<file path="config.mk">
export PLATFORM = sky130hd
export DESIGN_NAME = apb_sram
export DESIGN_NICKNAME = d
export VERILOG_FILES = /design/src/ahb_pkg.sv /design/src/apb_pkg.sv /design/src/apb_sram.sv
export SDC_FILE = /design/constraint.sdc
export NUM_CORES = 2
export LEC_CHECK = 0
export BUFFER_PORTS_ARGS = -buffer_cell sky130_fd_sc_hd__buf_2
export CAP_MARGIN = 15
export CORE_AREA = 2 2 303 530
export DETAILED_ROUTE_END_ITERATION = 8
export DIE_AREA = 0 0 305 532
export PLACE_DENSITY = 0.65
export SLEW_MARGIN = 25
export SYNTH_ARGS = -nofsm -noshare
export SYNTH_HDL_FRONTEND = slang
export SYNTH_SLANG_ARGS = --single-unit
</file>
<file path="constraint.sdc">
create_clock -name hclk -period 4.15 [get_ports hclk]
set_input_delay 0.83 -clock hclk [delete_from_list [all_inputs] [get_ports hclk]]
set_output_delay 0.83 -clock hclk [all_outputs]
set_load 0.02 [all_outputs]
</file>
<file path="src/ahb_pkg.sv">
package ahb_pkg;

    localparam int HADDR_WIDTH = 32;
    localparam int HDATA_WIDTH = 32;

    // AHB-Lite transfer type
    typedef enum logic [1:0] {
        IDLE   = 2'b00,
        BUSY   = 2'b01,
        NONSEQ = 2'b10,
        SEQ    = 2'b11
    } htrans_t;

    // Transfer size, words at most
    typedef enum logic [2:0] {
        BYTE = 3'b000,
        HALF = 3'b001,
        WORD = 3'b010
    } hsize_t;

    typedef enum logic {
        OKAY  = 1'b0,
        ERROR = 1'b1
    } hresp_t;

    // Top address nibble of each region
    localparam logic [3:0] REGION_ITCM = 4'h0;
    localparam logic [3:0] REGION_DTCM = 4'h2;
    localparam logic [3:0] REGION_APB  = 4'h4;

    // Byte lanes touched by a transfer of the given size and offset
    function automatic logic [HDATA_WIDTH/8-1:0] byte_strb(hsize_t size, logic [1:0] addr);
        logic [HDATA_WIDTH/8-1:0] strb;
        case (size)
            BYTE:    strb = {{(HDATA_WIDTH/8-1){1'b0}}, 1'b1} << addr;
            HALF:    strb = {{(HDATA_WIDTH/8-2){1'b0}}, 2'b11} << {addr[1], 1'b0};
            default: strb = '1;
        endcase
        return strb;
    endfunction

endpackage

</file>
<file path="src/apb_pkg.sv">
package apb_pkg;

    // Low half of haddr is passed to the APB side
    localparam int PADDR_WIDTH = 16;

    // Bridge sequencer
    typedef enum logic [1:0] {
        IDLE    = 2'b00,
        WAIT_EN = 2'b01,
        SETUP   = 2'b10,
        ACCESS  = 2'b11
    } apb_state_t;

endpackage

</file>
<file path="src/apb_sram.sv">
module apb_sram #(
    parameter int DEPTH = 64
) (
    input  logic                              hclk,
    input  logic                              presetn_i,
    input  logic                              pclken_i,
    input  logic [apb_pkg::PADDR_WIDTH-1:0]   paddr_i,
    input  logic                              psel_i,
    input  logic                              penable_i,
    input  logic                              pwrite_i,
    input  logic [ahb_pkg::HDATA_WIDTH-1:0]   pwdata_i,
    input  logic [ahb_pkg::HDATA_WIDTH/8-1:0] pstrb_i,
    output logic                              pready_o,
    output logic [ahb_pkg::HDATA_WIDTH-1:0]   prdata_o
);

    localparam int AW = $clog2(DEPTH);
    localparam int NB = ahb_pkg::HDATA_WIDTH / 8;

    logic [ahb_pkg::HDATA_WIDTH-1:0] mem [DEPTH];

    logic [AW-1:0] widx;
    logic          wr_en;

    assign widx = paddr_i[AW+1:2];

    // ACCESS phase on an APB clock edge, held off while in reset
    assign wr_en = presetn_i && pclken_i && psel_i && penable_i && pwrite_i;

    always_ff @(posedge hclk) begin
        if (wr_en) begin
            for (int i = 0; i < NB; i++) begin
                if (pstrb_i[i]) begin
                    mem[widx][8*i +: 8] <= pwdata_i[8*i +: 8];
                end
            end
        end
    end

    assign prdata_o = mem[widx];
    assign pready_o = 1'b1;

endmodule

</file>
==> impl_metrics.yaml <==
global_route:
  grt_max_degree: 67
  groute.usage.overall: 0.345
  antenna_found_initial: 33
  grt_first_pass_wirelength_mm: 388
  globalRouteOverflowTotal: 0
  first_global_vias: 49900
route:
  wirelength_mm: 285
  met1Wirelength_mm: 90.7
  post_drt_wl_per_cell_um: 37.6
  detailroute.via_count: 51600
  drt-pass1-iter-count: 6
  topRoutingLayerUsed: "met5"
  route.detailed.drc: 0
  dr_wl_met2_mm: 134
  detail_route.vias_per_cell: 6.80
  wl_met3_mm: 30.7
  initial_drt_markers: 8077
  drt.antenna.violating_nets: 0
cts:
  cts.reportedPaths.clkPinSlew_ns: 0.07
  root_buffer: "clkbuf_16"
  clock_sink_count: 2048
  tritoncts: "yes"
  clock_path_buffers: 4
  ctsHtreeMaxLevel: 4
  cts_buffers: 175
yosys:
  syn_inst: 4606
  synth_cell_type_count: 61
  syn_nets: 4664
  yosys_register_bits: 2048
  synth_edf_count: 2048
  yosys_warnings: 0
  synth-main-ff-cell: "edfxtp_1"
  asyncSetResetFlopFracSynth: 0
  synth_sequential_area_ratio: 0.783
  synth.avg_cell_area_um2: 17.1
  mappedNetlistArea_mm2: 0.0786
floorplanning:
  floorplan.initialDensity: 0.498
  die_h_um: 532
  core_mm2: 0.158
  design.portCount: 91
  dieArea_mm2: 0.162
  floorplan.rows: 193
  die_width_um: 305
place:
  post-dp-hpwl_mm: 192
  placedInstanceArea_mm2: 0.0879
  gp_routability_congestion: 0.976
  portBuffers: 79
pwr:
  sequentialPowerShare: 0.537
  ir_drop_mv: 0.364
  cellInternalPower_w: 0.0329
  design_power_total_w: 0.0423
  powerDensity_mw_per_mm2: 446
  p_switching_w: 0.00943
  switching_share: 0.223
  power_share_of_the_combinational_group: 0.078
  clock_power_share: 0.385
  power_leakage_nw: 31.1
timing:
  finalHoldViolations: 0
  finalSetupViolations: 11
  min_period_over_period: 1.02
  post-route-worst-setup-slack_ns: -0.0641
  rsz0062_at_grt: "yes"
  worst_pin_slew_ns: 1.15
  max_clock_freq_mhz: 237
  fin_crit_ns: 4.21
  timing.slew.headroom: 0.233
  number_of_slew_limit_violations_in_the_final_report: 0
cells_and_area:
  layout.cells.most_common_list: "edfxtp_1 (2,048), buf_4 (755), nor2_1 (421), a221oi_1 (341), a22oi_1 (319)"
  largest_register: "mem"
  mostFrequentLayoutCell: "edfxtp_1"
  post_route_cells_drive_above_1_share: 0.266
  area_growth_syn_to_layout_pct: 20.9
  top_regs: "mem (2048)"
  design_area_mm2: 0.0950
  flip_flop_count_of_the_largest_register_after_layout: 2048
  layout.nets: 5456
critical_path:
  critical_path_arrival_ns: 3.38
  criticalPathCategory: "in -> out"
  crit_path_max_incr_delay_ns: 0.49
  slowest_stage: "or4_1"
  most_prevalent_standard_cell_on_the_critical_path: "buf_16"
  timing.critical_path.from_type: "input port"
  path_max_fanout: 28
  endpoint_kind: "primary output"
  worst-path-buf-inv: 5
  timing.critical_path.cells: "buf_16 > buf_12 > buf_16 > mux2_2 > a22oi_1 > nor2_1 > a211oi_2 > o21ai_1 > or4_1 > buf_4 > buf_2"
  critical-path-top-delay-family: "buffers and inverters"
  cp_data_required_time_ns: 3.32
outcome:
  violations: "setup timing"
  status: "complete, but fails checks"
worst_hold_path:
  min_path_type: "in -> reg"
run:
  maxCapViolations: 0
[synthesized netlist by cell type, types with 12 or more instances]
cell	number	area, um^2
o21ai_1	33	165
a221oi_1	389	3410
o21ai_0	87	435
mux4_2	32	721
clkbuf_1	183	687
nand2_1	158	593
nor3_1	50	250
o2111ai_1	12	105
a22o_1	35	307
a221o_1	13	130
a21oi_1	67	335
a211oi_1	14	105
edfxtp_1	2048	61500
o32ai_1	22	193
a22oi_1	321	2410
buf_4	20	150
mux2i_1	145	1450
buf_2	114	571
a31oi_1	13	81.3
or3_1	26	163
nor2_1	426	1600
mux2_2	45	507
a221oi_2	13	195
nand4_1	27	169
buf_6	25	282
o22ai_1	105	657
o221ai_1	40	350
buf_1	27	101
[final timing paths]
path | startpoint | endpoint | slack, ns | cells after the start
setup / recovery | paddr_i[4] | prdata_o[5] | -0.06 | 11
hold / removal | pwdata_i[2] | mem[18][2] | 0.51 | 1
[what timing repair did]
item                                    4_1_cts  5_1_grt
setup buffers                                13       33
gates resized for setup                      71      130
pin swaps                                    12       38
hold buffers                                  0        0
endpoints found under the setup margin       29       31
cloned                                        1        5
[logic make-up (layout without fill, tap and decap cells)]
| kind of cell | after synthesis | count (layout) | share of synthesized area |
|---|---|---|---|
| flops | 2048 | 2048 | 0.783 |
| compound gates | 1214 | 1214 | 0.119 |
| simple gates | 741 | 741 | 0.0401 |
| buf+inv | 373 | 1291 | 0.0231 |
| mux | 229 | 229 | 0.0351 |
| other cells | 1 | 15 | 0.0000477 |
[routing by layer]
layer | up-vias | track usage
met2 | 3962 | 0.554
met1 | 25900 | 0.403
met5 | - | 0
met4 | 18 | 0.290
li1 | 20600 | -
met3 | 1142 | 0.0644
[area by class of cell]
type | instances | area, um^2
Antenna cell | 14 | 35.0
Clock buffer | 207 | 4520
Clock inverter | 96 | 986
Fill cell | 11400 | 62700
Inverter | 3 | 21.3
Multi-Input combinational cell | 2185 | 16100
Sequential cell | 2048 | 61500
Tap cell | 2047 | 2560
Timing Repair Buffer | 985 | 9230
[stage by stage]
| step | instances | utilization | hold WS [ns] | TNS [ns] | setup slack [ns] |
|---|---|---|---|---|---|
| final | 7585 | 0.602 | 0.512 | -0.334 | -0.0641 |
| after detailed placement | 7218 | 0.557 | 1.35 | -3.02 | -0.309 |
| after CTS | 7534 | 0.596 | 0.486 | -0.0223 | -0.0223 |
| after floorplan | 4606 | - | 0.929 | 0 | 0.690 |
| after global placement | 7218 | 0.557 | 1.33 | -3.11 | -0.317 |
| after global routing | 7576 | 0.602 | 0.519 | -0.165 | -0.0441 |
[power by group through the flow]
stage               clock network [W]  registers [W]  logic, W
floorplan                           0         0.0232   0.00116
global placement                    0         0.0232   0.00297
detailed placement                  0         0.0232   0.00300
CTS                            0.0163         0.0227   0.00308
global route                   0.0170         0.0227   0.00335
finish                         0.0163         0.0227   0.00330
Note: power is estimated with default switching activity, not from simulation.
