`src/ahb_pkg.sv`:
```
package ahb_pkg;

    localparam int HADDR_WIDTH = 32;
    localparam int HDATA_WIDTH = 32;

    // AHB-Lite transfer type
    typedef enum logic [1:0] {
        IDLE   = 2'b00,
        BUSY   = 2'b01,
        NONSEQ = 2'b10,
        SEQ    = 2'b11
    } htrans_t;

    // Transfer size, words at most
    typedef enum logic [2:0] {
        BYTE = 3'b000,
        HALF = 3'b001,
        WORD = 3'b010
    } hsize_t;

    typedef enum logic {
        OKAY  = 1'b0,
        ERROR = 1'b1
    } hresp_t;

    // Top address nibble of each region
    localparam logic [3:0] REGION_ITCM = 4'h0;
    localparam logic [3:0] REGION_DTCM = 4'h2;
    localparam logic [3:0] REGION_APB  = 4'h4;

    // Byte lanes touched by a transfer of the given size and offset
    function automatic logic [HDATA_WIDTH/8-1:0] byte_strb(hsize_t size, logic [1:0] addr);
        logic [HDATA_WIDTH/8-1:0] strb;
        case (size)
            BYTE:    strb = {{(HDATA_WIDTH/8-1){1'b0}}, 1'b1} << addr;
            HALF:    strb = {{(HDATA_WIDTH/8-2){1'b0}}, 2'b11} << {addr[1], 1'b0};
            default: strb = '1;
        endcase
        return strb;
    endfunction

endpackage

```
`src/ahb_interconnect.sv`:
```
module ahb_interconnect (
    input  logic                                 hclk,
    input  logic                                 hresetn,
    input  logic [ahb_pkg::HADDR_WIDTH-1:0]      haddr_i,
    input  ahb_pkg::htrans_t                     htrans_i,
    input  logic                                 hready_i,
    output logic [2:0]                           hsel_o,
    input  logic [2:0]                           hreadyout_i,
    input  ahb_pkg::hresp_t [2:0]                hresp_i,
    input  logic [2:0][ahb_pkg::HDATA_WIDTH-1:0] hrdata_i,
    output logic                                 hready_o,
    output ahb_pkg::hresp_t                      hresp_o,
    output logic [ahb_pkg::HDATA_WIDTH-1:0]      hrdata_o
);

    logic [3:0]      region;
    logic            trans_valid;
    logic            unmapped;
    logic [2:0]      dp_sel_q;
    logic            def_ready_q;
    ahb_pkg::hresp_t def_resp_q;

    // ----------------------------------------
    // Address decode
    // ----------------------------------------
    assign region    = haddr_i[ahb_pkg::HADDR_WIDTH-1 -: 4];
    assign hsel_o[0] = (region == ahb_pkg::REGION_ITCM);
    assign hsel_o[1] = (region == ahb_pkg::REGION_DTCM);
    assign hsel_o[2] = (region == ahb_pkg::REGION_APB);

    assign trans_valid = (htrans_i == ahb_pkg::NONSEQ) || (htrans_i == ahb_pkg::SEQ);
    assign unmapped    = hready_i && trans_valid && (hsel_o == 3'b000);

    // Owner of the data phase, all zero means default slave
    always_ff @(posedge hclk or negedge hresetn) begin
        if (!hresetn) begin
            dp_sel_q <= 3'b000;
        end else if (hready_i) begin
            dp_sel_q <= hsel_o;
        end
    end

    // ----------------------------------------
    // Default slave, two-cycle ERROR
    // ----------------------------------------
    always_ff @(posedge hclk or negedge hresetn) begin
        if (!hresetn) begin
            def_ready_q <= 1'b1;
            def_resp_q  <= ahb_pkg::OKAY;
        end else if (!def_ready_q) begin
            // Second cycle of the error response
            def_ready_q <= 1'b1;
            def_resp_q  <= ahb_pkg::ERROR;
        end else if (unmapped) begin
            def_ready_q <= 1'b0;
            def_resp_q  <= ahb_pkg::ERROR;
        end else begin
            def_ready_q <= 1'b1;
            def_resp_q  <= ahb_pkg::OKAY;
        end
    end

    // Response mux
    always_comb begin
        hready_o = def_ready_q;
        hresp_o  = def_resp_q;
        hrdata_o = '0;
        for (int i = 0; i < 3; i++) begin
            if (dp_sel_q[i]) begin
                hready_o = hreadyout_i[i];
                hresp_o  = hresp_i[i];
                hrdata_o = hrdata_i[i];
            end
        end
    end

endmodule

```
`config.mk`:
```
export PLATFORM = sky130hd
export DESIGN_NAME = ahb_interconnect
export DESIGN_NICKNAME = d
export VERILOG_FILES = /design/src/ahb_pkg.sv /design/src/ahb_interconnect.sv
export SDC_FILE = /design/constraint.sdc
export NUM_CORES = 1
export LEC_CHECK = 0
export ABC_AREA = 1
export BUFFER_PORTS_ARGS = -buffer_cell sky130_fd_sc_hd__clkbuf_2
export CORE_MARGIN = 3
export CORE_UTILIZATION = 29
export DETAILED_ROUTE_END_ITERATION = 10
export PLACE_DENSITY_LB_ADDON = 0.05
export SLEW_MARGIN = 20
export SYNTH_ARGS = -nofsm -noshare
export SYNTH_HDL_FRONTEND = slang
export SYNTH_SLANG_ARGS = --single-unit
```
`constraint.sdc`:
```
create_clock -name hclk -period 1.3 [get_ports hclk]
set_clock_uncertainty 0.15 [all_clocks]
set_input_delay 0.26 -clock hclk [delete_from_list [all_inputs] [get_ports hclk]]
set_output_delay 0.26 -clock hclk [all_outputs]
set_load 0.01 [all_outputs]
```
==> metrics.md <==
| Metric | Value |
|---|---|
| Critical-path top delay cell | dfrtp_2 |
| Slowest stage delay, CP | 510 ps |
| Setup TNS | -13110 ps |
| Delay-heaviest family, CP | flip-flops |
| Setup Viol. Count Final | 34 |
| RSZ-0062 raised after global routing | yes |
| Fmax | 585 MHz |
| Mapped Area | 0.00112 mm² |
| Fill count | 395 |
| Post-synthesis net count | 335 |
| GR Layer Usage met3 | 5.25% |
| Worst skew pair latency | 220 ps |
| Layout cells sized above 1 | 66.3% |
| Grt met1 use | 21.8% |
| Crit path kind | reg -> out |
| Max-Cap Viols | 0 |
| # rows | 21 |
| Final Wtd Congestion | 0.747 |
| Pwr per Cell Area | 487 mW/mm² |
| Initial antenna violation count | 0 |
| Diode count | 0 |
| Via count | 1839 |
| Met2 GRT Util | 36.8% |
| Critical path depth | 4 |
| Leakage | 1.12 nW |
| CTS Sinks | 5 |
| Chip width | 68.2 µm |
| HPWL Detailed | 3.86 mm |
| Worst Tran Pin Value | 263 ps |
| Vias in the first global route | 1643 |
| Core region area | 0.00352 mm² |
| CP endpoint kind | output port |
| Status | finished, violations left |
| Pre-CTS setup slack | -259 ps |
| H-tree depth | 1 |
| Top Usage Layer GRT | met2 |
| Largest net degree at the start of global routing | 33 |
| WP data required | 890 ps |
| Avg Synthesized Cell Area | 5.72 µm² |
| Initial Util | 31.8% |
| Worst slew margin | 82.5% |
| TritonCTS buffer count | 3 |
| Synth warn | 0 |
| Post-DR vias/cell | 4.75 |
| Hold Vio Cnt, Final | 0 |
| Netlist cell types | 15 |
| Post-Route WL | 4.95 mm |
| Buf/Inv on CP | 2 |
| CTS max path bufs | 2 |
| Final Worst Setup Slack | -410 ps |
| Cells after DPL | 381 |
| Post-CTS Setup Bufs | 0 |
| Max VDD drop | 0.000482 V |
| Worst hold slack | 140 ps |
| Worst-path clk slew | 30 ps |
| Die Y | 68.2 µm |
| Worst Path Arrival | 1300 ps |
| Global-route wire length before repair | 7.13 mm |
| I/O Pins | 176 |
| Synth Register Bits | 5 |
| Area Overhead vs Synth | 91.0% |
| Crit-path cells | buf_4 > a21oi_1 > a21oi_2 > clkbuf_2 |
| All-Layer GR Usage | 19.7% |
| Layout Nets | 481 |
| IO Port Bufs | 146 |
| Crit path launch type | flip-flop |
| Drt wl/cell | 12.8 µm |
| Total Power | 1.04 mW |
| DR DRC count | 0 |
| Clock root cell | clkbuf_8 |
| CTS tree | yes |
| Worst Hold Class | in -> reg |
| Die ar. | 0.00465 mm² |
| Total congestion overflow | 0 |
| Non-Filler Instances | 387 |
| Seq/Total Area, Yosys | 11.3% |
| Min-Delay Path Depth | 4 |
| Detail Route Antenna Nets | 0 |
| Drt first-iter violations | 53 |
| Worst Reg-to-Reg Cells | 3 |
| Final Max Tran Viols | 0 |
| CP max FO | 8 |
| First-pass DRT Iterations | 4 |
| Fin crit share | 132% |
| Violated checks | setup timing |
| Minimum clock period | 1710 ps |
| Post-Syn Instances | 196 |
[what timing repair did]
action                     4_1_cts  5_1_grt
hold endpoints to repair         5        0
cloned                           1        0
setup endpoints to repair       34       36
hold buffers                     1        0
gates resized for setup         14       26
[cell usage after synthesis]
master    n  area [µm²]
nand3_1  26         130
a21oi_1  64         320
nand4_1   2        12.5
nand2_1  19        71.3
buf_2     3        15.0
o21ai_0   2        10.0
nor2_1   42         158
inv_8     1        11.3
dfstp_2   1        26.3
dfrtp_1   4         100
inv_1     7        26.3
buf_4    10        75.1
buf_12    1        20.0
buf_6     4        45.0
nand3_2  10         100
[through the flow]
stage	cell area (µm²)	utilization, %
after CTS	2100	59.6
after detailed placement	1990	56.5
after global placement	1990	56.5
final	2140	60.8
after global routing	2140	60.8
after floorplan	1240	-
[cell usage in the layout, fill, tap and decap left out, types with 2 or more instances in the layout]
master / count
dfrtp_1: 2
clkbuf_2: 132
buf_12: 3
nand3_1: 24
nand4_1: 2
a21oi_2: 47
buf_2: 14
buf_4: 6
dfrtp_2: 2
clkbuf_8: 3
nand2_1: 19
o21ai_0: 2
inv_1: 6
nor2_1: 41
a21oi_1: 17
nand3_2: 12
[flip-flops by register name, summed over array words and instances (netlist names)]
| register | count |
|---|---|
| dp_sel_q | 3 |
| def_ready_q | 1 |
| def_resp_q | 1 |
[metal layers]
metal | up-vias | routed length, µm
met5 | - | 0
met4 | 0 | 33
met3 | 3 | 550
met2 | 87 | 2540
met1 | 789 | 1830
li1 | 960 | -
[final timing paths]
kind	from	slack, ps	end
max reg2reg	dp_sel_q[1]$_DFFE_PN0P_	230	dp_sel_q[1]$_DFFE_PN0P_
min in group asynchronous	hresetn	240	dp_sel_q[2]$_DFFE_PN0P_
max in group asynchronous	hresetn	550	def_ready_q$_DFF_PN1_
max	dp_sel_q[1]$_DFFE_PN0P_	-410	hrdata_o[24]
min reg2reg	def_ready_q$_DFF_PN1_	300	def_resp_q$_DFF_PN0_
min	htrans_i[1]	140	def_ready_q$_DFF_PN1_
[area by class of cell]
| type | instances | area, µm² | share of cell area, % |
|---|---|---|---|
| repair inverters | 1 | 8.76 | 0.409 |
| clock buffers | 4 | 45.0 | 2.10 |
| repair buffers | 158 | 872 | 40.7 |
| well taps | 46 | 57.6 | 2.69 |
| flip-flops and latches | 5 | 129 | 6.02 |
| inverters | 8 | 37.5 | 1.75 |
| multi-input cells | 165 | 991 | 46.3 |
[worst register-to-register path: stages (launching register included)]
cell and delay (ps):
dfrtp_2 500, buf_4 210, nand2_1 60, nand2_1 40
[cell families (layout without fill, tap and decap cells)]
| group | after synthesis | count (layout) | synth area share [%] |
|---|---|---|---|
| compound gates | 66 | 66 | 29.5 |
| buf+inv | 26 | 171 | 17.2 |
| flops | 5 | 5 | 11.3 |
| simple gates | 99 | 99 | 42.1 |
[power breakdown]
group          switching, mW  internal [mW]  total (mW)
registers            0.00994          0.166       0.176
clock network         0.0771          0.211       0.288
logic                  0.287          0.291       0.578
total                  0.374          0.668        1.04
Note: power is estimated with default switching activity, not from simulation.
