File: config.mk
export PLATFORM = sky130hd
export DESIGN_NAME = ahb2apb_bridge
export DESIGN_NICKNAME = d
export VERILOG_FILES = /design/src/ahb_pkg.sv /design/src/apb_pkg.sv /design/src/ahb2apb_bridge.sv
export SDC_FILE = /design/constraint.sdc
export NUM_CORES = 1
export LEC_CHECK = 0
export ABC_AREA = 1
export BUFFER_PORTS_ARGS = -buffer_cell sky130_fd_sc_hd__buf_2
export CORE_UTILIZATION = 41
export DETAILED_ROUTE_END_ITERATION = 10
export GPL_TIMING_DRIVEN = 0
export PLACE_DENSITY = 0.78
export RECOVER_POWER = 100
export SLEW_MARGIN = 0
export SYNTH_ARGS = -nofsm -noshare
export SYNTH_HDL_FRONTEND = slang
export SYNTH_SLANG_ARGS = --single-unit
File: constraint.sdc
create_clock -name hclk -period 2.6 [get_ports hclk]
set_input_delay 0.52 -clock hclk [delete_from_list [all_inputs] [get_ports hclk]]
set_output_delay 0.52 -clock hclk [all_outputs]
set_load 0.01 [all_outputs]
File: src/ahb_pkg.sv
package ahb_pkg;

    localparam int HADDR_WIDTH = 32;
    localparam int HDATA_WIDTH = 32;

    // AHB-Lite transfer type
    typedef enum logic [1:0] {
        IDLE   = 2'b00,
        BUSY   = 2'b01,
        NONSEQ = 2'b10,
        SEQ    = 2'b11
    } htrans_t;

    // Transfer size, words at most
    typedef enum logic [2:0] {
        BYTE = 3'b000,
        HALF = 3'b001,
        WORD = 3'b010
    } hsize_t;

    typedef enum logic {
        OKAY  = 1'b0,
        ERROR = 1'b1
    } hresp_t;

    // Top address nibble of each region
    localparam logic [3:0] REGION_ITCM = 4'h0;
    localparam logic [3:0] REGION_DTCM = 4'h2;
    localparam logic [3:0] REGION_APB  = 4'h4;

    // Byte lanes touched by a transfer of the given size and offset
    function automatic logic [HDATA_WIDTH/8-1:0] byte_strb(hsize_t size, logic [1:0] addr);
        logic [HDATA_WIDTH/8-1:0] strb;
        case (size)
            BYTE:    strb = {{(HDATA_WIDTH/8-1){1'b0}}, 1'b1} << addr;
            HALF:    strb = {{(HDATA_WIDTH/8-2){1'b0}}, 2'b11} << {addr[1], 1'b0};
            default: strb = '1;
        endcase
        return strb;
    endfunction

endpackage

File: src/apb_pkg.sv
package apb_pkg;

    // Low half of haddr is passed to the APB side
    localparam int PADDR_WIDTH = 16;

    // Bridge sequencer
    typedef enum logic [1:0] {
        IDLE    = 2'b00,
        WAIT_EN = 2'b01,
        SETUP   = 2'b10,
        ACCESS  = 2'b11
    } apb_state_t;

endpackage

File: src/ahb2apb_bridge.sv
module ahb2apb_bridge (
    input  logic                              hclk,
    input  logic                              hresetn,
    input  logic                              hsel_i,
    input  logic [ahb_pkg::HADDR_WIDTH-1:0]   haddr_i,
    input  ahb_pkg::htrans_t                  htrans_i,
    input  logic                              hwrite_i,
    input  ahb_pkg::hsize_t                   hsize_i,
    input  logic [ahb_pkg::HDATA_WIDTH-1:0]   hwdata_i,
    input  logic                              hready_i,
    input  logic                              pclken_i,
    output logic                              hreadyout_o,
    output ahb_pkg::hresp_t                   hresp_o,
    output logic [ahb_pkg::HDATA_WIDTH-1:0]   hrdata_o,
    output logic [apb_pkg::PADDR_WIDTH-1:0]   paddr_o,
    output logic                              psel_o,
    output logic                              penable_o,
    output logic                              pwrite_o,
    output logic [ahb_pkg::HDATA_WIDTH-1:0]   pwdata_o,
    output logic [ahb_pkg::HDATA_WIDTH/8-1:0] pstrb_o,
    input  logic                              pready_i,
    input  logic [ahb_pkg::HDATA_WIDTH-1:0]   prdata_i
);

    apb_pkg::apb_state_t             state_q;
    logic                            start;
    logic                            apb_done;
    logic [apb_pkg::PADDR_WIDTH-1:0] addr_q;
    logic                            write_q;
    ahb_pkg::hsize_t                 size_q;
    logic [ahb_pkg::HDATA_WIDTH-1:0] wdata_q;
    logic [ahb_pkg::HDATA_WIDTH-1:0] rdata_q;

    assign start = hsel_i && hready_i &&
                   ((htrans_i == ahb_pkg::NONSEQ) || (htrans_i == ahb_pkg::SEQ));

    assign apb_done = (state_q == apb_pkg::ACCESS) && pclken_i && pready_i;

    // ----------------------------------------
    // Sequencer
    // ----------------------------------------
    always_ff @(posedge hclk or negedge hresetn) begin
        if (!hresetn) begin
            state_q <= apb_pkg::IDLE;
        end else begin
            case (state_q)
                apb_pkg::IDLE: begin
                    if (start) begin
                        state_q <= apb_pkg::WAIT_EN;
                    end
                end
                apb_pkg::WAIT_EN: begin
                    // Align SETUP to an APB clock edge
                    if (pclken_i) begin
                        state_q <= apb_pkg::SETUP;
                    end
                end
                apb_pkg::SETUP: begin
                    if (pclken_i) begin
                        state_q <= apb_pkg::ACCESS;
                    end
                end
                apb_pkg::ACCESS: begin
                    if (apb_done) begin
                        state_q <= apb_pkg::IDLE;
                    end
                end
                default: state_q <= apb_pkg::IDLE;
            endcase
        end
    end

    // Transfer payload
    always_ff @(posedge hclk) begin
        if ((state_q == apb_pkg::IDLE) && start) begin
            addr_q  <= haddr_i[apb_pkg::PADDR_WIDTH-1:0];
            write_q <= hwrite_i;
            size_q  <= hsize_i;
        end
        // hwdata is valid once the data phase has begun
        if ((state_q == apb_pkg::WAIT_EN) && pclken_i) begin
            wdata_q <= hwdata_i;
        end
        if (apb_done) begin
            rdata_q <= prdata_i;
        end
    end

    // ----------------------------------------
    // Outputs
    // ----------------------------------------
    assign hreadyout_o = (state_q == apb_pkg::IDLE);
    assign hresp_o     = ahb_pkg::OKAY;
    assign hrdata_o    = rdata_q;

    assign paddr_o   = addr_q;
    assign psel_o    = (state_q == apb_pkg::SETUP) || (state_q == apb_pkg::ACCESS);
    assign penable_o = (state_q == apb_pkg::ACCESS);
    assign pwrite_o  = write_q;
    assign pwdata_o  = wdata_q;
    // No strobes on reads
    assign pstrb_o   = write_q ? ahb_pkg::byte_strb(size_q, addr_q[1:0]) : '0;

endmodule

==> results.sh <==
export IMPL_timing_critical_path_mode_cell="nand3_1"
export IMPL_crit_path_end_kind="primary output"
export IMPL_grt_first_pass_wirelength_mm=9.646
export IMPL_clkSinkCount=86
export IMPL_synthAdderAreaFrac_pct=1.746
export IMPL_yosys_area_share_simple_pct=6.155
export IMPL_antenna_found_initial=0
export IMPL_area_delta_synth_final_pct=39.07
export IMPL_holdWs_ns=0.3482
export IMPL_switching_share_pct=26.16
export IMPL_worst_slew_pin_slew_ns=1.218
export IMPL_ys_ff_latch=86
export IMPL_p_clk_share_pct=27.6
export IMPL_cts_clk_slew_worst_paths_ns=0.08
export IMPL_htree_levels=3
export IMPL_timing_final_crit_share_pct=81.56
export IMPL_synth_top_family_by_area="simple AND/OR/NAND/NOR gates"
export IMPL_dp_hpwl_mm=5.084
export IMPL_ant_nets=0
export IMPL_ir_drop_v=0.0005506
export IMPL_reg2reg_slack_ns=0.58
export IMPL_cp_slowest_cell="edfxtp_1"
export IMPL_whs_path_depth=1
export IMPL_die_area_um2=7330
export IMPL_hold_class="input pin to flop"
export IMPL_fin_tns_setup_ns=0
export IMPL_critPathTopFamily="simple AND/OR/NAND/NOR gates"
export IMPL_drv_cap=0
export IMPL_place_congestion=0.7091
export IMPL_io_pins=197
export IMPL_synthCells=146
export IMPL_post_cts_buffers=0
export IMPL_nets=450
export IMPL_n_antenna_cell=0
export IMPL_period_minus_slack_ns=2.121
export IMPL_postCtsResizedCells=0
export IMPL_ys_seq_area_share_pct=89.74
export IMPL_final_cell_mix="buf_2, clkbuf_1, edfxtp_1"
export IMPL_fmax_ghz=0.4716
export IMPL_switching_power_mw=0.8241
export IMPL_grt_setup_unrepaired="no"
export IMPL_synthMuxAreaShare_pct=0
export IMPL_cp_cell_sequence="nor2_1 > nand3_1 > nand3_1 > nand2_1 > inv_1 > clkbuf_1"
export IMPL_p_comb_share_pct=16.4
export IMPL_p_leak_nw=1.569
export IMPL_clock_root_buffer="clkbuf_8"
export IMPL_critPathKind="flop to primary output"
export IMPL_grt_max_degree=33
export IMPL_finalMaxSlewViolations=0
export IMPL_timing_rr_end="pwdata_o[19]"
export IMPL_avgSynthCellArea_um2=19.63
export IMPL_reg2reg_from="state_q[1]"
export IMPL_wl_mm=6.670
export IMPL_yosysWarnings=0
export IMPL_r2r_cells=4
export IMPL_gr_total_overflow=0
export IMPL_violations="design-rule violations"
export IMPL_numPortBuffers=178
export IMPL_fin_area_um2=3986
export IMPL_relSlewSlack_pct=18.70
export IMPL_viasPerCell=4.521
export IMPL_row_count=30
export IMPL_syn_nets=258
export IMPL_routedWlPerCell_um=15.81
export IMPL_power_frac_seq_pct=56.0
export IMPL_internal_power_mw=2.326
export IMPL_cpPeakStageDelay_ns=0.40
export IMPL_drive_gt1_share_pct=31.58
export IMPL_clk_insertion_delay_late_ns=0.34
export IMPL_crit_arrival_ns=1.60
export IMPL_status="complete, but fails checks"
export IMPL_critPathBufInv=2
export IMPL_vias=1908
export IMPL_initial_core_util_pct=42.43
export IMPL_final_common_cell="buf_2"
export IMPL_setup_viol=0
export IMPL_cts_buffers=9
export IMPL_fp_dieW_um=85.62
export IMPL_crit_path_max_fanout=6
export IMPL_grt_pass1_vias=1944
export IMPL_syn_cell_area_um2=2866
export IMPL_min_from="hwdata_i[25]"
export IMPL_finClkSkew_ns=0.004342
export IMPL_drt_first_iter_violations=72
export IMPL_drc=4
export IMPL_core_um2=6756
export IMPL_synth_xor_area_share_pct=0
export IMPL_dr_pass1_iters=9
export IMPL_die_h_um=85.62
export IMPL_critPathLaunchType="flop"
export IMPL_hold_viol=0
export IMPL_synth_compound_area_share_pct=0
export IMPL_power_density_nw_per_um2=790.1
export IMPL_hold_buffers=1
export IMPL_holdPathEnd="pwdata_o[25]"
export IMPL_synth_distinct_cells=12
export IMPL_cts_tree="done"
export IMPL_clockBufferDepth=2
export IMPL_grt_usage_pct=18.29
export IMPL_crit_required_ns=2.08
export IMPL_placed_area_um2=3918
-- worst max path at each step --
stage	startpoint	endpoint	cells past startpoint	slack, ns
floorplan	state_q[0]	hrdata_o[0]	3	0.13
global placement	pclken_i	hrdata_o[23]	3	-0.27
CTS	state_q[1]	pwdata_o[19]	4	0.56
finish	size_q[1]	pstrb_o[2]	6	0.48
global route	size_q[1]	pstrb_o[2]	6	0.32
detailed placement	state_q[1]	pwdata_o[15]	4	0.58
-- routing by layer --
| metal | global-route usage, % | part of all wire, % | vias to the layer above | routed length (µm) |
|---|---|---|---|---|
| li1 | - | - | 910 | - |
| met1 | 19.87 | 37 | 912 | 2454 |
| met5 | 0 | 0 | - | 0 |
| met3 | 4.042 | 4.3 | 14 | 285 |
| met2 | 33.24 | 57 | 72 | 3795 |
| met4 | 9.848 | 2.0 | 0 | 135 |
-- cell type report --
cell class / instances / area [µm²]
Buffer: 1 / 7.507
Clock buffer: 10 / 127.6
Clock inverter: 5 / 51.30
Fill cell: 584 / 2770
Inverter: 15 / 56.30
Multi-Input combinational cell: 44 / 225.2
Sequential cell: 86 / 2572
Tap cell: 80 / 100.1
Timing Repair Buffer: 181 / 845.8
-- flip-flops by register name, summed over array words and instances, names as in the netlist --
name / flops
state_q: 2
pwrite_o: 1
paddr_o: 16
pwdata_o: 32
size_q: 3
hrdata_o: 32
-- cell families after synthesis --
kind of cell,count (synthesis)
DFF,86
buffers and inverters,16
adders and majority gates,4
and+or+nand+nor,39
other,1
-- worst register-to-register path: stages, from the launching register on --
cell	delay, ns
dfrtp_1	0.42
inv_1	0.09
ha_1	0.16
nand2_1	0.08
inv_1	0.88
-- power groups by stage --
stage          logic [mW]  registers [mW]  clock network (mW)
3_5_place_dp        0.559            1.79                   0
5_1_grt             0.573            1.78               0.945
6_report            0.517            1.76               0.869
4_1_cts             0.564            1.76               0.896
3_3_place_gp        0.515            1.79                   0
2_1_floorplan       0.216            1.85                   0
-- per-stage QoR --
stage               total power [mW]  cells  setup WS [ns]  utilization, %
floorplan                      2.068    146         0.1299               -
global placement               2.301    404        -0.2676           57.09
detailed placement             2.352    406         0.5823           57.98
CTS                            3.223    422         0.5583           60.78
global route                   3.298    422         0.3208           59.00
finish                         3.150    422         0.4794           59.00
-- cells in the mapped netlist (all sizes together) --
library cell / count / area (µm²)
buf: 1 / 7.510
conb: 1 / 3.750
dfrtp: 2 / 50.05
edfxtp: 84 / 2522
ha: 4 / 50.05
inv: 15 / 56.30
nand2: 18 / 67.56
nand3: 13 / 65.06
nand3b: 1 / 7.510
nor2: 7 / 36.29
Power figures use the tool's default switching activity.
