===== config.mk =====
export PLATFORM = sky130hd
export DESIGN_NAME = apb_clk_enable
export DESIGN_NICKNAME = d
export VERILOG_FILES = /design/src/apb_clk_enable.sv
export SDC_FILE = /design/constraint.sdc
export NUM_CORES = 1
export LEC_CHECK = 0
export BUFFER_PORTS_ARGS = -buffer_cell sky130_fd_sc_hd__clkbuf_2
export CORE_AREA = 2 2 39 41
export DETAILED_ROUTE_END_ITERATION = 16
export DIE_AREA = 0 0 41 43
export GPL_ROUTABILITY_DRIVEN = 0
export SKIP_LAST_GASP = 1
export SYNTH_ARGS = -nofsm -noshare
export SYNTH_HDL_FRONTEND = slang
export SYNTH_SLANG_ARGS = --single-unit

===== constraint.sdc =====
create_clock -name hclk -period 3.5 [get_ports hclk]
set_clock_uncertainty 0.1 [all_clocks]
set_input_delay 0.525 -clock hclk [delete_from_list [all_inputs] [get_ports hclk]]
set_output_delay 0.525 -clock hclk [all_outputs]
set_load 0.01 [all_outputs]

===== src/apb_clk_enable.sv =====
module apb_clk_enable #(
    parameter int DIV_WID = 4
) (
    input  logic               hclk,
    input  logic               hresetn,
    input  logic [DIV_WID-1:0] div_factor_i,
    output logic               pclken_o,
    output logic               presetn_o
);

    logic [DIV_WID-1:0] cnt_q;
    logic [1:0]         rst_sync_q;

    // Down-counter, one enable every div_factor_i+1 cycles
    always_ff @(posedge hclk or negedge hresetn) begin
        if (!hresetn) begin
            cnt_q <= '0;
        end else if (cnt_q == '0) begin
            cnt_q <= div_factor_i;
        end else begin
            cnt_q <= cnt_q - 1'b1;
        end
    end

    assign pclken_o = (cnt_q == '0);

    // Async assert, sync release
    always_ff @(posedge hclk or negedge hresetn) begin
        if (!hresetn) begin
            rst_sync_q <= 2'b00;
        end else begin
            rst_sync_q <= {rst_sync_q[0], 1'b1};
        end
    end

    assign presetn_o = rst_sync_q[1];

endmodule


==> results.toml, run 1 <==
[power_and_ir_drop]
pwr-share-seq = 0.435
vdd_ir_drop_max_v = 0.000308
leakagePower_uw = 0.000163
clock_power_share = 0.235
p_int_uw = 177
power_frac_comb = 0.330
power_switching_share = 0.337
powerDensity_nw_per_um2 = 792
switchingPower_uw = 90.2

[clock_tree]
cts_post_setup_buffers_inserted = 0
clock_tree.root_cell = "sky130_fd_sc_hd__clkbuf_4"
clkSinkCount = 6
clk_transition_reported_paths_ns = 0.04
cts-hold-fix-buffers = 0
tritoncts = "done"
clock_tree.htree_level_count = 1
clk_latency_ns = 0.24
cts_made_buffers = 3
cts.repair.resized = 0
clock_path_buffers = 2

[grt]
grt_ovf = 0
grt_use_total = 0.0705
maximum_number_of_pins_on_one_net_before_global_route_repair = 7
first_pass_grt_wire_length_um = 752
first_global_vias = 198
antenna_found_initial = 0

[cells_and_area]
insertedDiodeCount = 0
flow.area_growth_from_synthesis_pct = 29.8
num-fill-cells = 144
utilization = 0.244
final_area_sq_um = 338
final_cell_count_no_fill = 48
nets = 41
drive_gt1_frac = 0.344

[worst_hold_path]
worstHoldPathType = "primary input to asynchronous set/reset pin"

[worst_setup_path]
worst_path_max_delay_cell = "sky130_fd_sc_hd__dfrtp_1"
crit_required_ns = 2.87
critical_path.cell_chain = "inv_1 > ha_1 > nor3b_4 > clkbuf_2"
critPathLaunchType = "register"
crit_type = "register to output port"
cp_data_arrival_time_ns = 1.42
rr_worst_depth = 4
critPathMaxStageDelay_ns = 0.39
setup.worst_path.end_class = "output port"
worstPathMaxFanout = 5

[die]
die_width_um = 41
die-height_um = 43
design.die.area_sq_um = 1760
coreArea_sq_um = 1380
floorplan.io_pins = 8
initial_cell_density_of_the_core = 0.188
floorplan.rows = 14

[timing]
grt_setup_unrepaired = "false"
timing.final.setup_violations = 0
fin_tns_setup_ns = 0
max_freq_mhz = 490
finalWorstPathRequiredPeriod_ns = 2.04
min_period_over_period = 0.583
hold_slack_ns = -0.000518
finalHoldViolCount = 1
timing_max_transition_violations_final = 0

[yosys]
synth.top_cells.by_area = "sky130_fd_sc_hd__dfrtp_1 (58%), sky130_fd_sc_hd__nor3b_4 (7.2%), sky130_fd_sc_hd__inv_1 (5.8%)"
post_synth_inst_count = 22
ys_ff_latch = 6
synth.cell_area_sq_um = 260
synthesis.yosys.warnings = 0
syn-num-nets = 29
yosys.area.top_type_share = 0.577
synthesis.area_per_instance_sq_um = 11.8
synth_cell_types = 13
yosysSeqAreaShare = 0.577
synth_largest_area_cell = "sky130_fd_sc_hd__dfrtp_1"

[routing]
detail_route.drc_violations = 0
detailed_router_iteration_count_before_antenna_repair = 5
route.vias.total = 186
routed_wl_um = 437
post_drt_wl_per_cell_um = 9.10
dr_iter_0_viols = 2
route.antenna.remaining_nets = 0
post_drt_via_cell_ratio = 3.88

[placement]
placed_area_sq_um = 315
place_inst = 45
io_buffers = 7

[run_status]
failed_checks = "hold timing"
run_status = "finished with violations"

[flow_run]
cap_violations = 0
-- critical path, delay by kind of cell, from the launching register on --
kind / cells / cell delay [ns]
adders and majority gates: 1 / 0.23
buffers and inverters: 2 / 0.27
DFF: 1 / 0.39
and+or+nand+nor: 1 / 0.29
-- routing by layer --
metal  global-route usage  up-vias  part of all wire
met5                    0        -                 0
met1               0.0747       84              0.48
met3               0.0785        0              0.10
met2               0.0906        8              0.42
li1                     -       94                 -
met4               0.0200        0                 0
-- Yosys cell counts --
cell type,number
sky130_fd_sc_hd__dfrtp_1,6
sky130_fd_sc_hd__inv_1,4
sky130_fd_sc_hd__o21ai_0,2
sky130_fd_sc_hd__a31oi_1,1
sky130_fd_sc_hd__a41oi_1,1
sky130_fd_sc_hd__conb_1,1
sky130_fd_sc_hd__ha_1,1
sky130_fd_sc_hd__mux2i_1,1
sky130_fd_sc_hd__nand2_1,1
sky130_fd_sc_hd__nand2b_1,1
sky130_fd_sc_hd__nor3b_4,1
sky130_fd_sc_hd__o211ai_1,1
sky130_fd_sc_hd__o21bai_1,1
-- power by group through the flow --
stage / Clock (uW) / Sequential [uW] / Combinational, uW
after CTS: 64.8 / 117 / 89.8
after detailed placement: 0 / 117 / 89.0
after global routing: 70.0 / 120 / 106
after global placement: 0 / 116 / 88.7
after floorplan: 0 / 114 / 68.9
final: 62.8 / 117 / 88.3
-- cell families (layout without fill, tap and decap cells) --
group | after synthesis | in the layout | synth area share
compound gates | 6 | 6 | 0.154
flops | 6 | 6 | 0.577
buf+inv | 4 | 14 | 0.0577
simple gates | 3 | 3 | 0.111
fa+ha+maj | 1 | 1 | 0.0481
other cells | 1 | 1 | 0.0144
mux | 1 | 1 | 0.0385
-- cells in the final DEF (no fill, tap or decap) --
cell and instances:
sky130_fd_sc_hd__o21ai_0 2, sky130_fd_sc_hd__mux2i_1 1, sky130_fd_sc_hd__conb_1 1, sky130_fd_sc_hd__o211ai_1 1
sky130_fd_sc_hd__a41oi_1 1, sky130_fd_sc_hd__nor3b_4 1, sky130_fd_sc_hd__a31oi_1 1, sky130_fd_sc_hd__o21bai_1 1
sky130_fd_sc_hd__clkbuf_2 7, sky130_fd_sc_hd__dfrtp_1 6, sky130_fd_sc_hd__nand2b_1 1, sky130_fd_sc_hd__clkbuf_4 3
sky130_fd_sc_hd__inv_1 4, sky130_fd_sc_hd__nand2_1 1, sky130_fd_sc_hd__ha_1 1
-- registers in the layout (all words and copies together) (netlist names) --
register / count
rst_sync_q: 2
cnt_q: 4
-- path summary, 6_finish.rpt --
path / end / slack [ns] / from
worst max-delay path: pclken_o / 1.46 / cnt_q[0]
worst min-delay path: rst_sync_q[1] / -0.0005 / hresetn
worst max register to register: cnt_q[1] / 2.12 / cnt_q[0]
worst min register to register: rst_sync_q[1] / 0.24 / rst_sync_q[0]
max in group asynchronous: cnt_q[0] / 3.15 / hresetn
min in group hclk: rst_sync_q[1] / 0.24 / rst_sync_q[0]
-- layout make-up --
| cell class | count | area (sq um) | share of cell area |
|---|---|---|---|
| sequential | 6 | 150 | 0.444 |
| tap | 16 | 20.0 | 0.0593 |
| multi-input combinational | 12 | 95.1 | 0.281 |
| timing repair buffer | 7 | 35.0 | 0.104 |
| inverter | 4 | 15.0 | 0.0444 |
| clock buffer | 3 | 22.5 | 0.0667 |
-- per-stage QoR --
| stage | setup slack, ns | total power, uW |
|---|---|---|
| after floorplan | 1.96 | 183 |
| after detailed placement | 1.72 | 206 |
| after global routing | 1.31 | 296 |
| final | 1.46 | 268 |
| after global placement | 1.74 | 205 |
| after CTS | 1.45 | 271 |
Note: power is estimated with default switching activity, not from simulation.
==> run 2, diff against run 1 <==
==> constraint.sdc (replaced) <==
create_clock -name hclk -period 2.08 [get_ports hclk]
set_clock_uncertainty 0.1 [all_clocks]
set_input_delay 0.312 -clock hclk [delete_from_list [all_inputs] [get_ports hclk]]
set_output_delay 0.312 -clock hclk [all_outputs]
set_load 0.01 [all_outputs]
==> run 2 against run 1 <==
The flow now finishes without violations; die area stayed put; total power grew 68%; sequential share of layout area shrank 1.3 points; final cell count grew 2.1%; clock-buffer cell count unchanged; design area is 3.0% higher; global-route usage increased by 0.24 points; setup slack got worse by 1.2 ns; largest cell class unchanged; largest power group unchanged.
==> results.toml, run 2 (synthesized netlist as in run 1, its figures left out) <==
[grt]
grt_ovf = 0
maximum_number_of_pins_on_one_net_before_global_route_repair = 7
grt_use_total = 0.0729
antenna_found_initial = 0
first_pass_grt_wire_length_um = 710
first_global_vias = 169

[worst_setup_path]
crit_path_start = "cnt_q[0]"
rr_worst_depth = 4
critPathLaunchType = "register"
crit_type = "register to output port"
cp_data_arrival_time_ns = 1.42
crit_required_ns = 1.67
regToRegEndpoint = "cnt_q[1]"
regToRegSetupSlack_ns = 0.70
setup.worst_path.end_class = "output port"
regToRegStartpoint = "cnt_q[0]"
worstPathMaxFanout = 5

[die]
die_width_um = 41
initial_cell_density_of_the_core = 0.188
floorplan.io_pins = 8
design.die.area_sq_um = 1760
coreArea_sq_um = 1380
die-height_um = 43
floorplan.rows = 14

[worst_hold_path]
source_of_the_worst_hold_timing_path = "div_factor_i[0]"
min_delay_worst_endpoint = "cnt_q[0]"
worstHoldPathCells = 3
worstHoldPathType = "primary input to register"

[power_and_ir_drop]
powerDensity_nw_per_um2 = 1290
leakagePower_uw = 0.000167
vdd_ir_drop_max_v = 0.000381
p_total_uw = 449

[routing]
post_drt_via_cell_ratio = 3.73
routed_wl_um = 405
route.vias.total = 183
post_drt_wl_per_cell_um = 8.27
dr_iter_0_viols = 0
detailed_router_iteration_count_before_antenna_repair = 1
detail_route.drc_violations = 0
route.antenna.remaining_nets = 0

[cells_and_area]
highest_count_cells_in_the_layout_ignoring_fill_and_taps = "sky130_fd_sc_hd__clkbuf_2 (7), sky130_fd_sc_hd__dfrtp_1 (6), sky130_fd_sc_hd__inv_1 (4)"
multi_input_comb_area_sq_um = 95.1
flip_flop_count_of_the_largest_register_after_layout = 4
drive_gt1_frac = 0.333
flow.area_growth_from_synthesis_pct = 33.7
utilization = 0.251
largest-register = "cnt_q"
nets = 42
reg_top3 = "cnt_q x4, rst_sync_q x2"
register_area_sq_um = 150
insertedDiodeCount = 0
mostFrequentLayoutCell = "sky130_fd_sc_hd__clkbuf_2"
num-fill-cells = 151

[run_status]
run_status = "completed"

[clock_tree]
cts_post_setup_buffers_inserted = 0
cts-hold-fix-buffers = 1
clock_tree.root_cell = "sky130_fd_sc_hd__clkbuf_4"
clkSinkCount = 6
clk_transition_reported_paths_ns = 0.05
tritoncts = "done"
clk_latency_ns = 0.24
clock_path_buffers = 2
cts.repair.resized = 0
cts_made_buffers = 3
clock_tree.htree_level_count = 1

[timing]
grt_setup_unrepaired = "false"
min_period_over_period = 0.879
finalWorstPathRequiredPeriod_ns = 1.83
finalHoldViolCount = 0
hold_slack_ns = 0.177
timing_max_transition_violations_final = 0
fin_tns_setup_ns = 0
max_freq_mhz = 547
timing.final.setup_violations = 0

[flow_run]
cap_violations = 0

[placement]
io_buffers = 7
==> run 2: cell types whose count changed in the layout (fill, tap and decap cells not counted), sizes merged <==
cell / before / now
dlygate4sd3: 0 / 1
==> run 2: area by class of cell <==
cell class | instances | share of cell area
repair buffers | 8 | 0.129
clock buffers | 3 | 0.0647
flip-flops and latches | 6 | 0.432
well taps | 16 | 0.0576
inverters | 4 | 0.0432
multi-input cells | 12 | 0.273
==> run 2: worst max-delay path by stage <==
stage / end / slack, ns
2_1_floorplan: pclken_o / 0.75
3_3_place_gp: pclken_o / 0.53
3_5_place_dp: pclken_o / 0.50
5_1_grt: pclken_o / 0.14
4_1_cts: pclken_o / 0.23
6_report: pclken_o / 0.25
==> run 2: power by group <==
group | switching [uW] | total [uW] | leakage [uW] | internal [uW]
Sequential | 35.7 | 196 | 0.0000697 | 160
Combinational | 72.1 | 147 | 0.0000838 | 74.9
Clock | 40.7 | 106 | 0.0000138 | 65.2
Total | 149 | 449 | 0.000167 | 301
==> run 2: stage by stage <==
step | std cells | instance area (sq um) | setup slack, ns
2_1_floorplan | 22 | 260 | 0.749
3_3_place_gp | 45 | 315 | 0.529
3_5_place_dp | 45 | 315 | 0.504
4_1_cts | 49 | 348 | 0.231
5_1_grt | 49 | 348 | 0.145
6_report | 49 | 348 | 0.251
==> run 2: layer usage <==
| metal | routed length [um] | track usage | share of wire | vias up |
|---|---|---|---|---|
| met4 | 0 | 0.0600 | 0 | 0 |
| met5 | 0 | 0 | 0 | - |
| met3 | 39 | 0.0785 | 0.096 | 0 |
| met2 | 152 | 0.0688 | 0.38 | 6 |
| met1 | 214 | 0.0858 | 0.53 | 81 |
| li1 | - | - | - | 96 |
==> run 2: critical path, cell delays in order, from the launching register on <==
cell and delay [ns]:
sky130_fd_sc_hd__dfrtp_1 0.39, sky130_fd_sc_hd__inv_1 0.08, sky130_fd_sc_hd__ha_1 0.22, sky130_fd_sc_hd__nor3b_4 0.30
sky130_fd_sc_hd__clkbuf_2 0.19
